**src/design/bmc_defs.svh**
```systemverilog
// register offsets, bus widths, reset values and line buffer depth
`ifndef BMC_DEFS_SVH
`define BMC_DEFS_SVH

// ====================================================================
// register word offsets, decoded from s_adr_i[4:2]
// ====================================================================
`define BMC_REG_CTRL    3'd0
`define BMC_REG_HDISP   3'd1
`define BMC_REG_VDISP   3'd2
`define BMC_REG_BASE    3'd3
`define BMC_REG_PX      3'd4
`define BMC_REG_PY      3'd5
`define BMC_REG_COLOR   3'd6
`define BMC_REG_PCMD    3'd7

// bus and coordinate widths
`define BMC_ADR_W       32
`define BMC_DAT_W       32
`define BMC_COORD_W     12

// line buffer depth in 32-bit words, two pixels per word
`define BMC_LINE_WORDS  512

// register reset values
`define BMC_BASE_RESET  32'h0020_0000
`define BMC_HDISP_RESET 12'd320
`define BMC_VDISP_RESET 12'd240

`endif

```
**src/design/bmc_bus_pkg.sv**
```systemverilog
// memory bus address and data types, wishbone request and response structs
`default_nettype none
`include "bmc_defs.svh"

package bmc_bus_pkg;

	// byte address, data word and byte lane select
	typedef logic [`BMC_ADR_W-1:0] mem_adr_t;
	typedef logic [`BMC_DAT_W-1:0] mem_dat_t;
	typedef logic [`BMC_DAT_W/8-1:0] mem_sel_t;

	// master side of a classic wishbone cycle
	typedef struct packed {
		logic     cyc;
		logic     stb;
		logic     we;
		mem_sel_t sel;
		mem_adr_t adr;
		mem_dat_t dat;
	} mem_req_t;

	// memory side, ack plus read data
	typedef struct packed {
		logic     ack;
		mem_dat_t dat;
	} mem_rsp_t;

endpackage

`default_nettype wire

```
**src/design/bmc_mem_arbiter.sv**
```systemverilog
// fixed-priority non-preemptive arbiter, fetcher and plotter onto one memory port
`timescale 1ns/1ps
`default_nettype none

module bmc_mem_arbiter (
	input  wire                          vclk,
	input  wire                          rst_i,
	input  wire bmc_bus_pkg::mem_req_t   fetch_req_i,
	output bmc_bus_pkg::mem_rsp_t        fetch_rsp_o,
	input  wire bmc_bus_pkg::mem_req_t   plot_req_i,
	output bmc_bus_pkg::mem_rsp_t        plot_rsp_o,
	output bmc_bus_pkg::mem_req_t        mem_req_o,
	input  wire bmc_bus_pkg::mem_rsp_t   mem_rsp_i
);

	// owner 1 means the plotter holds the bus
	logic owner_q;
	logic locked_q;
	logic gnt_plot;

	// a locked cycle keeps its owner, otherwise the fetcher wins
	always_comb begin
		if (locked_q)
			gnt_plot = owner_q;
		else if (fetch_req_i.cyc)
			gnt_plot = 1'b0;
		else if (plot_req_i.cyc)
			gnt_plot = 1'b1;
		else
			gnt_plot = owner_q;
	end

	assign mem_req_o = gnt_plot ? plot_req_i : fetch_req_i;

	// ack only to the granted master, the other one just waits
	always_comb begin
		fetch_rsp_o.ack = mem_rsp_i.ack & ~gnt_plot;
		fetch_rsp_o.dat = mem_rsp_i.dat;
		plot_rsp_o.ack = mem_rsp_i.ack & gnt_plot;
		plot_rsp_o.dat = mem_rsp_i.dat;
	end

	// lock from cyc rising until the cycle after ack
	always_ff @(posedge vclk) begin
		if (rst_i) begin
			owner_q <= 1'b0;
			locked_q <= 1'b0;
		end else begin
			owner_q <= gnt_plot;
			locked_q <= mem_req_o.cyc & ~mem_rsp_i.ack;
		end
	end

endmodule

`default_nettype wire

```
**config.mk**
```make
export PLATFORM = sky130hd
export DESIGN_NAME = bmc_mem_arbiter
export DESIGN_NICKNAME = d
export VERILOG_FILES = /design/src/design/bmc_bus_pkg.sv /design/src/design/bmc_mem_arbiter.sv
export VERILOG_INCLUDE_DIRS = /design/src /design/src/design
export SDC_FILE = /design/constraint.sdc
export NUM_CORES = 1
export LEC_CHECK = 0
export BUFFER_PORTS_ARGS = -buffer_cell sky130_fd_sc_hd__buf_4
export CORE_AREA = 2 2 122 124
export DETAILED_ROUTE_END_ITERATION = 12
export DIE_AREA = 0 0 124 126
export SLEW_MARGIN = 30
export SYNTH_ARGS = -nofsm -noshare
export SYNTH_HDL_FRONTEND = slang
export SYNTH_SLANG_ARGS = --single-unit
```
**constraint.sdc**
```tcl
create_clock -name vclk -period 1.6 [get_ports vclk]
set_input_delay 0.08 -clock vclk [delete_from_list [all_inputs] [get_ports vclk]]
set_output_delay 0.08 -clock vclk [all_outputs]
set_load 0.02 [all_outputs]
```
# Word level (Yosys, flattened, before mapping)
# Index checks and enable logic that the tools add are counted.
# classes
mux	4
bitwise_logic	5
# ops
cell	count
71-bit two-way mux	1
1-bit AND	3
1-bit two-way mux	3
1-bit inverter	2
# word_totals
register_bits	2
in_bits	177
out_inout_bits	137
word_cells	11

# Longest topological paths before layout
# Gate-level depths: netlist of run 1.
# depth
word_depth	5
depth_mapped	4
mapped_depth_nobuf	3

# Worst setup path before layout of run 1
# OpenSTA, ideal clock, no wires.
# synth_path
kind	flip-flop to output port
start	reg locked_q
end	out mem_req_o[10] (netlist name)
t_arrival_ns	1.353
t_required_ns	1.520
slack_ns	0.167
stages_incl_launch_ff	5
path_cell_list	dfxtp_1 > nor2b_2 > o22ai_4 > buf_6 > mux2_2
# synth_lines
element	line_no	rtl
from (decl)	bmc_mem_arbiter.sv:18	logic locked_q;
from (signal assigned)	bmc_mem_arbiter.sv:50	locked_q <= mem_req_o.cyc & ~mem_rsp_i.ack;
to (decl)	bmc_mem_arbiter.sv:12	output bmc_bus_pkg::mem_req_t mem_req_o,

==> flow_summary.yaml, run 1 <==
die:
  die_area_um2: 15620
  die_x_um: 124
  die_h_um: 126
  rows: 44
  io_pins: 314
  start_util_pct: 10.22
  core_area_um2: 14310
logic_synthesis:
  syn_area_per_cell_um2: 9.498
  ys_types: 14
  syn_inst: 154
  yosysSeqAreaShare_pct: 2.737
  yosysWarnings: 0
  syn_area_um2: 1463
  synth_seq_cells: 2
  synth_nets: 331
timing:
  fin_ws_ns: -0.1030
  tightest_slew_ns: 0.2427
  rsz0062_at_grt: "true"
  finalCritPeriodShare_pct: 106.4
  skew_ns: 0.0001124
  setup_viol: 70
  fmax_mhz: 587.2
  maxSlewViolCount: 0
  maxSlewHeadroom_pct: 83.78
  fin_crit_ns: 1.703
  finalSetupTns_ns: -4.474
  hold_viol: 0
drt:
  vias: 1799
  wirelength_mm: 9.873
  drtIter0Drc: 20
  drc: 0
  avgViaCountPerCell: 3.584
  antenna_left: 0
  wire_per_inst_um: 19.67
  dr.pass1.iters: 3
setup_path:
  critPathSlowestCell: "dfxtp_4"
  worstSetupPathType: "flop to primary output"
  path_max_fanout: 8
  worstPathRequired_ns: 1.52
  crit_arrival_ns: 1.62
  slowest_delay_ns: 0.35
  cp-start-kind: "flop"
  cp-end-kind: "primary output"
  worstPathCellList: "o22ai_4, buf_6, buf_16, mux2_2, buf_4"
global_routing:
  antenna_found_initial: 0
  grt_max_degree: 21
  grt_pass1_wl_mm: 12.13
  grt_usage_pct: 10.82
  grt_pass1_vias: 1998
  grt_overflow: 0
finish:
  final_nets: 497
  diodes: 0
  fin_util_pct: 25.24
  area_growth_pct: 147.0
  drive_gt1_share_pct: 96.86
  fillers: 1513
placed_design:
  dpl_worst_slack_ns: -0.01219
  post-dp-hpwl_mm: 7.187
  gp_congestion: 0.6732
  port_buffers: 217
clocking:
  clkLatencyLatePin_ns: 0.22
  cts_max_level: 1
  cts-root-buf: "clkbuf_16"
  numCtsBuffers: 3
  clock-sinks: 2
  cts_buffer_depth: 2
  ctsHoldBuffers: 0
  cts_tree: "built"
  clk_pin_slew_ns: 0.03
min_path:
  hold_class: "input port to flop"
run:
  max_cap_violations: 0
power_and_ir_drop:
  power.leakage_nw: 1.951
  p_per_area_nw_per_um2: 543.8
  peakVddDrop_mv: 0.2292
status:
  violations: "negative setup slack"
  status: "finished with violations"
## report_power, final
part / total [mW] / switching, mW / internal [mW]
combinational: 1.53 / 0.606 / 0.927
clock: 0.373 / 0.0555 / 0.318
sequential: 0.0576 / 0.00480 / 0.0528
total: 1.96 / 0.667 / 1.30
## worst paths after layout
path,cells past startpoint,end,slack [ns],startpoint
max,5,mem_req_o[18],-0.10,locked_q
min,2,locked_q,0.02,rst_i
max reg2reg,4,owner_q,0.50,locked_q
min reg2reg,2,locked_q,0.69,owner_q
## sequential cells by signal, summed over array words and instances, names as in the netlist
register  flops
owner_q       1
locked_q      1
## area by class of cell
class	instances	area (µm²)	share of cell area, %
Clock buffer	3	75.07	2.078
Sequential cell	2	43.79	1.212
Tap cell	184	230.2	6.373
Multi-Input combinational cell	80	1112	30.79
Inverter	1	3.754	0.1039
Timing Repair Buffer	232	2147	59.44
## cell usage in the layout (no fill, tap or decap)
cell	synthesis	layout
buf_4	64	166
mux2_4	0	66
buf_6	7	54
clkbuf_16	0	7
buf_16	0	5
mux2_2	70	4
nor2_1	2	2
buf_12	0	2
inv_1	1	1
nor2b_4	0	1
o22ai_4	1	1
nand2_1	1	1
a21oi_1	1	1
nor3b_1	1	1
and2_1	1	1
nor2b_1	1	1
nor4_1	1	1
buf_8	0	1
dfxtp_4	0	1
dfxtp_1	2	1
## per-layer routing
metal | global-route usage, % | part of all wire (%) | vias up
met3 | 1.721 | 9.3 | 20
li1 | - | - | 799
met5 | 0 | 0 | -
met2 | 21.30 | 52 | 150
met4 | 2.379 | 1.7 | 0
met1 | 11.82 | 37 | 830
## through the flow
step / power [mW] / cell area (µm²) / cells / hold WS (ns)
2_1_floorplan: 0.8395 / 1463 / 154 / 0.1524
3_3_place_gp: 1.179 / 2803 / 486 / 0.1602
3_5_place_dp: 1.190 / 2803 / 486 / 0.1602
4_1_cts: 1.840 / 3338 / 497 / 0.02344
5_1_grt: 2.057 / 3612 / 502 / 0.04181
6_report: 1.964 / 3612 / 502 / 0.02474
## kinds of logic (layout without fill, tap and decap cells)
kind of cell | Yosys count | count (layout) | synth area share, %
buffers and inverters | 72 | 236 | 38.49
multiplexers | 70 | 70 | 53.89
AND/OR/NAND/NOR | 8 | 8 | 3.166
AO/OA/AOI/OAI | 2 | 2 | 1.711
flip-flops | 2 | 2 | 2.737
## synthesized netlist by cell type, drive strengths merged
master / count / share of area (%)
buf: 71 / 38
mux2: 70 / 54
dfxtp: 2 / 2.7
nor2: 2 / 0.51
nor2b: 2 / 1.0
a21oi: 1 / 0.34
and2: 1 / 0.43
inv: 1 / 0.26
nand2: 1 / 0.26
nor3b: 1 / 0.51
nor4: 1 / 0.43
o22ai: 1 / 1.4
## critical path: cells and delay by family, from the launching register on
family                 cells  cell delay, ns
AOI/OAI and AO/OA          1            0.21
muxes                      1            0.33
buffers and inverters      3            0.50
DFF                        1            0.35
## what timing repair did
item,4_1_cts,5_1_grt
endpoints found under the setup margin,70,71
pin swaps,1,0
buffers inserted,3,0
cloned,5,5
resized for setup,86,43
Power figures use the tool's default switching activity.
==> run 2, diff against run 1 <==
CORE_AREA = 2 2 123 125   (was 2 2 122 124)
DIE_AREA = 0 0 125 127   (was 0 0 124 126)
clock period = 1.55 ns   (was 1.6 ns; I/O delays follow)
==> run 2 against run 1 <==
The run still ends with negative setup slack left. Global-route usage down 3.2 points. Critical endpoint is now mem_req_o[59]. First-iteration DRC count up 10%. Count of clock-buffer cells in the layout unchanged. Utilization down 2.4 points. Final cell count down 0.40%.
==> flow_summary.yaml, run 2 (same netlist as run 1, synthesis figures left out) <==
finish:
  area_growth_pct: 125.5
  layout_commonest_cell: "buf_4"
  postLayoutCellArea_um2: 3298
  reg_top3: "locked_q: 1 flops, owner_q: 1 flops"
  fillers: 1552
  final_nets: 495
  drive_gt1_share_pct: 97.47
  final_cells: 500
  diodes: 0
  mostFrequentLayoutCells: "buf_4 (182), mux2_2 (55), buf_6 (38), mux2_4 (15)"
setup_path:
  r2r_setup_slack_ns: 0.33
  worstSetupPathType: "flop to primary output"
  reg2reg_from: "locked_q"
  worstPathCellList: "nor2b_4, o22ai_4, buf_12, buf_12, buf_16, mux2_2, buf_6"
  cp-start-kind: "flop"
  cpMostUsedCell: "buf_12"
  crit_start: "locked_q"
  cp-end-kind: "primary output"
  worst-r2r-cell-count: 7
  slowest_delay_ns: 0.37
  crit_arrival_ns: 1.65
  path_buf_inv: 4
  critPathSlowestCell: "dfxtp_4"
  worstPathRequired_ns: 1.47
  path_max_fanout: 11
  r2r_end: "owner_q"
  crit_family: "buffers and inverters"
die:
  rows: 44
  core_area_um2: 14420
  die_h_um: 127
  start_util_pct: 10.14
  io_pins: 314
  die_x_um: 125
  die_area_um2: 15880
clocking:
  cts_tree: "built"
  cts_max_level: 1
  clk_pin_slew_ns: 0.03
  clkLatencyLatePin_ns: 0.22
  clock-sinks: 2
  numCtsBuffers: 3
  cts-root-buf: "clkbuf_16"
  cts_buffer_depth: 2
drt:
  avgViaCountPerCell: 3.464
  antenna_left: 0
  drtIter0Drc: 22
  drc: 0
  vias: 1732
  wirelength_mm: 6.677
  wire_per_inst_um: 13.35
  dr.pass1.iters: 3
global_routing:
  grt_pass1_wl_mm: 9.749
  grt_overflow: 0
  grt_max_degree: 23
  antenna_found_initial: 0
  grt_pass1_vias: 1903
  grt_usage_pct: 7.639
placed_design:
  port_buffers: 217
  postPlaceCellArea_um2: 2798
  gp_congestion: 0.7733
  place_inst: 487
  post-dp-hpwl_mm: 5.314
status:
  status: "finished with violations"
  violations: "negative setup slack"
power_and_ir_drop:
  p_per_area_nw_per_um2: 550.9
  peakVddDrop_mv: 0.3118
  power.leakage_nw: 1.658
  power_mw: 1.817
timing:
  skew_ns: 0.0001522
  rsz0062_at_grt: "true"
  maxSlewHeadroom_pct: 83.98
  fmax_mhz: 580.0
  setup_viol: 72
  tightest_slew_ns: 0.2398
  finalCritPeriodShare_pct: 111.2
  maxSlewViolCount: 0
  fin_ws_ns: -0.1740
  hold_viol: 0
  finalSetupTns_ns: -9.475
  fin_crit_ns: 1.724
min_path:
  holdPathEnd: "locked_q"
  holdPathStages: 2
  worstHoldStart: "rst_i"
  hold_class: "input port to flop"
run:
  max_cap_violations: 0
run 2: layer usage:
metal | GRT usage (%) | wire (µm) | vias to the layer above | part of all wire, %
met2 | 15.86 | 3840 | 147 | 58
met1 | 6.317 | 1852 | 766 | 28
li1 | - | - | 795 | -
met3 | 2.303 | 734 | 24 | 11
met4 | 4.183 | 250 | 0 | 3.7
met5 | 0 | 0 | - | 0
run 2: worst register-to-register path: stages, from the launching register on:
cell	delay [ns]
dfxtp_4	0.35
nor2b_4	0.13
o22ai_4	0.08
buf_12	0.15
buf_12	0.12
buf_16	0.13
buf_8	0.12
nor2_1	0.08
run 2: stage by stage:
| step | setup slack, ns | util, % | hold WS (ns) |
|---|---|---|---|
| detailed placement | -0.06369 | 19.40 | 0.1552 |
| floorplan | 0.1192 | - | 0.1499 |
| finish | -0.1740 | 22.87 | 0.02668 |
| global route | -0.2289 | 22.87 | 0.02775 |
| CTS | -0.1862 | 21.97 | 0.02982 |
| global placement | -0.01046 | 19.40 | 0.1552 |
run 2: power breakdown:
part / internal [mW] / total (mW) / switching, mW
clock: 0.328 / 0.385 / 0.0572
combinational: 0.826 / 1.37 / 0.547
sequential: 0.0545 / 0.0596 / 0.00511
total: 1.21 / 1.82 / 0.609
run 2: layout make-up:
cell class,instances,area (µm²),share of cell area (%)
Clock buffer,3,75.07,2.276
Inverter,1,3.754,0.1138
Multi-Input combinational cell,80,930.9,28.22
Sequential cell,2,43.79,1.328
Tap cell,184,230.2,6.980
Timing Repair Buffer,230,2014,61.08
run 2: worst max-delay path by stage:
stage          depth (start not counted)  slack [ns]            end
2_1_floorplan                          4        0.12  mem_req_o[10]
3_3_place_gp                           5       -0.01  mem_req_o[19]
3_5_place_dp                           5       -0.06  mem_req_o[16]
4_1_cts                                5       -0.19  mem_req_o[67]
5_1_grt                                7       -0.23  mem_req_o[61]
6_report                               7       -0.17  mem_req_o[59]
run 2: repair_timing:
action | in CTS | in global routing
resized for setup | 37 | 32
setup endpoints to repair | 72 | 72
gates cloned | 4 | 0
setup buffers | 4 | 3
hold buffers | 0 | 0
pin swaps | 1 | 2
==> run 3, diff against run 2 <==
RECOVER_POWER = 50   (was not set)
SKIP_LAST_GASP = 1   (was not set)
==> run 3 against run 2 <==
The run still ends with negative setup slack left. Final cell count increased by 0.40%. Sequential power about the same. Global-route usage decreased by 0.20 points. Utilization increased by 0.36 points. Critical path type unchanged. Critical endpoint is now mem_req_o[54]. Largest cell class unchanged.
==> flow_summary.yaml, run 3 (same netlist as run 1, synthesis figures left out) <==
status:
  status: "finished with violations"
  violations: "negative setup slack"
placed_design:
  port_buffers: 217
  dpl_worst_slack_ns: -0.06369
  gp_congestion: 0.7733
  post-dp-hpwl_mm: 5.314
die:
  io_pins: 314
  die_h_um: 127
  rows: 44
  die_area_um2: 15880
  die_x_um: 125
  start_util_pct: 10.14
  core_area_um2: 14420
timing:
  maxSlewViolCount: 0
  tightest_slew_ns: 0.2294
  maxSlewHeadroom_pct: 84.57
  finalCritPeriodShare_pct: 112.6
  hold_viol: 0
  setup_viol: 72
  fin_crit_ns: 1.745
  rsz0062_at_grt: "true"
  fmax_mhz: 573.0
  fin_ws_ns: -0.1951
  skew_ns: 0.0001678
setup_path:
  reg2reg_from: "locked_q"
  cp-end-kind: "primary output"
  worstPathRequired_ns: 1.47
  worstPathCellList: "nor2b_4, o22ai_4, buf_12, buf_12, clkbuf_16, mux2_4, buf_6"
  r2r_setup_slack_ns: 0.33
  worstSetupPathType: "flop to primary output"
  cp-start-kind: "flop"
  critPathSlowestCell: "dfxtp_4"
  crit_arrival_ns: 1.67
  worst-r2r-cell-count: 7
  cpMostUsedCell: "buf_12"
  path_max_fanout: 6
  r2r_end: "owner_q"
  worst-path-stages: 7
  cp-endpoint: "mem_req_o[54]"
  crit_start: "locked_q"
  path_buf_inv: 4
  crit_family: "buffers and inverters"
  slowest_delay_ns: 0.35
clocking:
  cts_buffer_depth: 2
  cts_tree: "built"
  cts-root-buf: "clkbuf_16"
  clk_pin_slew_ns: 0.03
  clkLatencyLatePin_ns: 0.22
  cts_max_level: 1
  clock-sinks: 2
  numCtsBuffers: 3
drt:
  avgViaCountPerCell: 3.466
  wire_per_inst_um: 13.73
  drc: 0
  wirelength_mm: 6.892
  vias: 1740
  antenna_left: 0
  dr.pass1.iters: 4
  drtIter0Drc: 14
finish:
  area_growth_pct: 129.0
  diodes: 0
  reg_top3: "locked_q: 1 flops, owner_q: 1 flops"
  final_nets: 497
  drive_gt1_share_pct: 97.48
  layout_commonest_cell: "buf_4"
  mostFrequentLayoutCells: "buf_4 (186), mux2_2 (52), buf_6 (34), mux2_4 (18)"
min_path:
  hold_class: "input port to flop"
global_routing:
  antenna_found_initial: 0
  grt_pass1_wl_mm: 9.515
  grt_overflow: 0
  grt_pass1_vias: 1872
  grt_usage_pct: 7.435
  grt_max_degree: 23
power_and_ir_drop:
  p_sw_uw: 617.6
  power_mw: 1.846
  seqPwrFrac_pct: 3.2
  comb_power_share_pct: 75.9
  power.leakage_nw: 1.695
  p_per_area_nw_per_um2: 551.2
  swShare_pct: 33.45
  peakVddDrop_mv: 0.3078
  p_int_mw: 1.229
  clock_power_share_pct: 20.9
run:
  max_cap_violations: 0
==> run 3: cell types whose count changed in the layout (fill, tap and decap cells not counted), sizes merged <==
cell and delta:
clkbuf +2
==> run 3: timing repair <==
item	4_1_cts	5_1_grt
pin swaps	1	2
endpoints found under the setup margin	72	72
setup buffers	4	2
hold endpoints to repair	0	0
hold buffers	0	0
resized for setup	11	55
gates cloned	4	2
==> run 3: how the worst min path moves through the flow <==
stage                       start              to  slack, ns  cells after the start
detailed placement  mem_rsp_i[23]  plot_rsp_o[23]       0.16                      0
global route                rst_i        locked_q       0.03                      2
CTS                         rst_i        locked_q       0.03                      2
global placement    mem_rsp_i[23]  plot_rsp_o[23]       0.16                      0
finish                      rst_i        locked_q       0.03                      2
floorplan                   rst_i         owner_q       0.15                      1
==> run 3: routing by layer <==
layer / global-route usage (%) / wire length (µm) / part of all wire, %
met1: 6.317 / 1979 / 29
met2: 15.19 / 3887 / 56
met3: 2.261 / 726 / 11
met4: 4.118 / 299 / 4.3
met5: 0 / 0 / 0
==> run 3: layout make-up <==
type                            count  area, µm²
Fill cell                        1547      11070
Clock buffer                        3      75.07
Tap cell                          184      230.2
Timing Repair Buffer              232       2054
Sequential cell                     2      43.79
Inverter                            1      3.754
Multi-Input combinational cell     80      942.2
==> run 3: through the flow <==
step                hold slack [ns]  setup TNS [ns]  utilization [%]  std cells  cell area, µm²
floorplan                    0.1499               0                -        154            1463
global placement             0.1552        -0.05572            19.40        487            2798
detailed placement           0.1552          -1.384            19.40        487            2798
CTS                         0.02982          -10.84            21.30        498            3072
global route                0.02775          -13.76            23.22        502            3349
finish                      0.02734          -9.870            23.22        502            3349
==> run 3: power groups by stage <==
stage          clock network [mW]  registers (mW)  logic, mW
6_report                    0.385          0.0596       1.40
5_1_grt                     0.398          0.0600       1.47
4_1_cts                     0.389          0.0596       1.26
3_5_place_dp                    0          0.0603       1.14
3_3_place_gp                    0          0.0598       1.13
2_1_floorplan                   0          0.0594      0.807
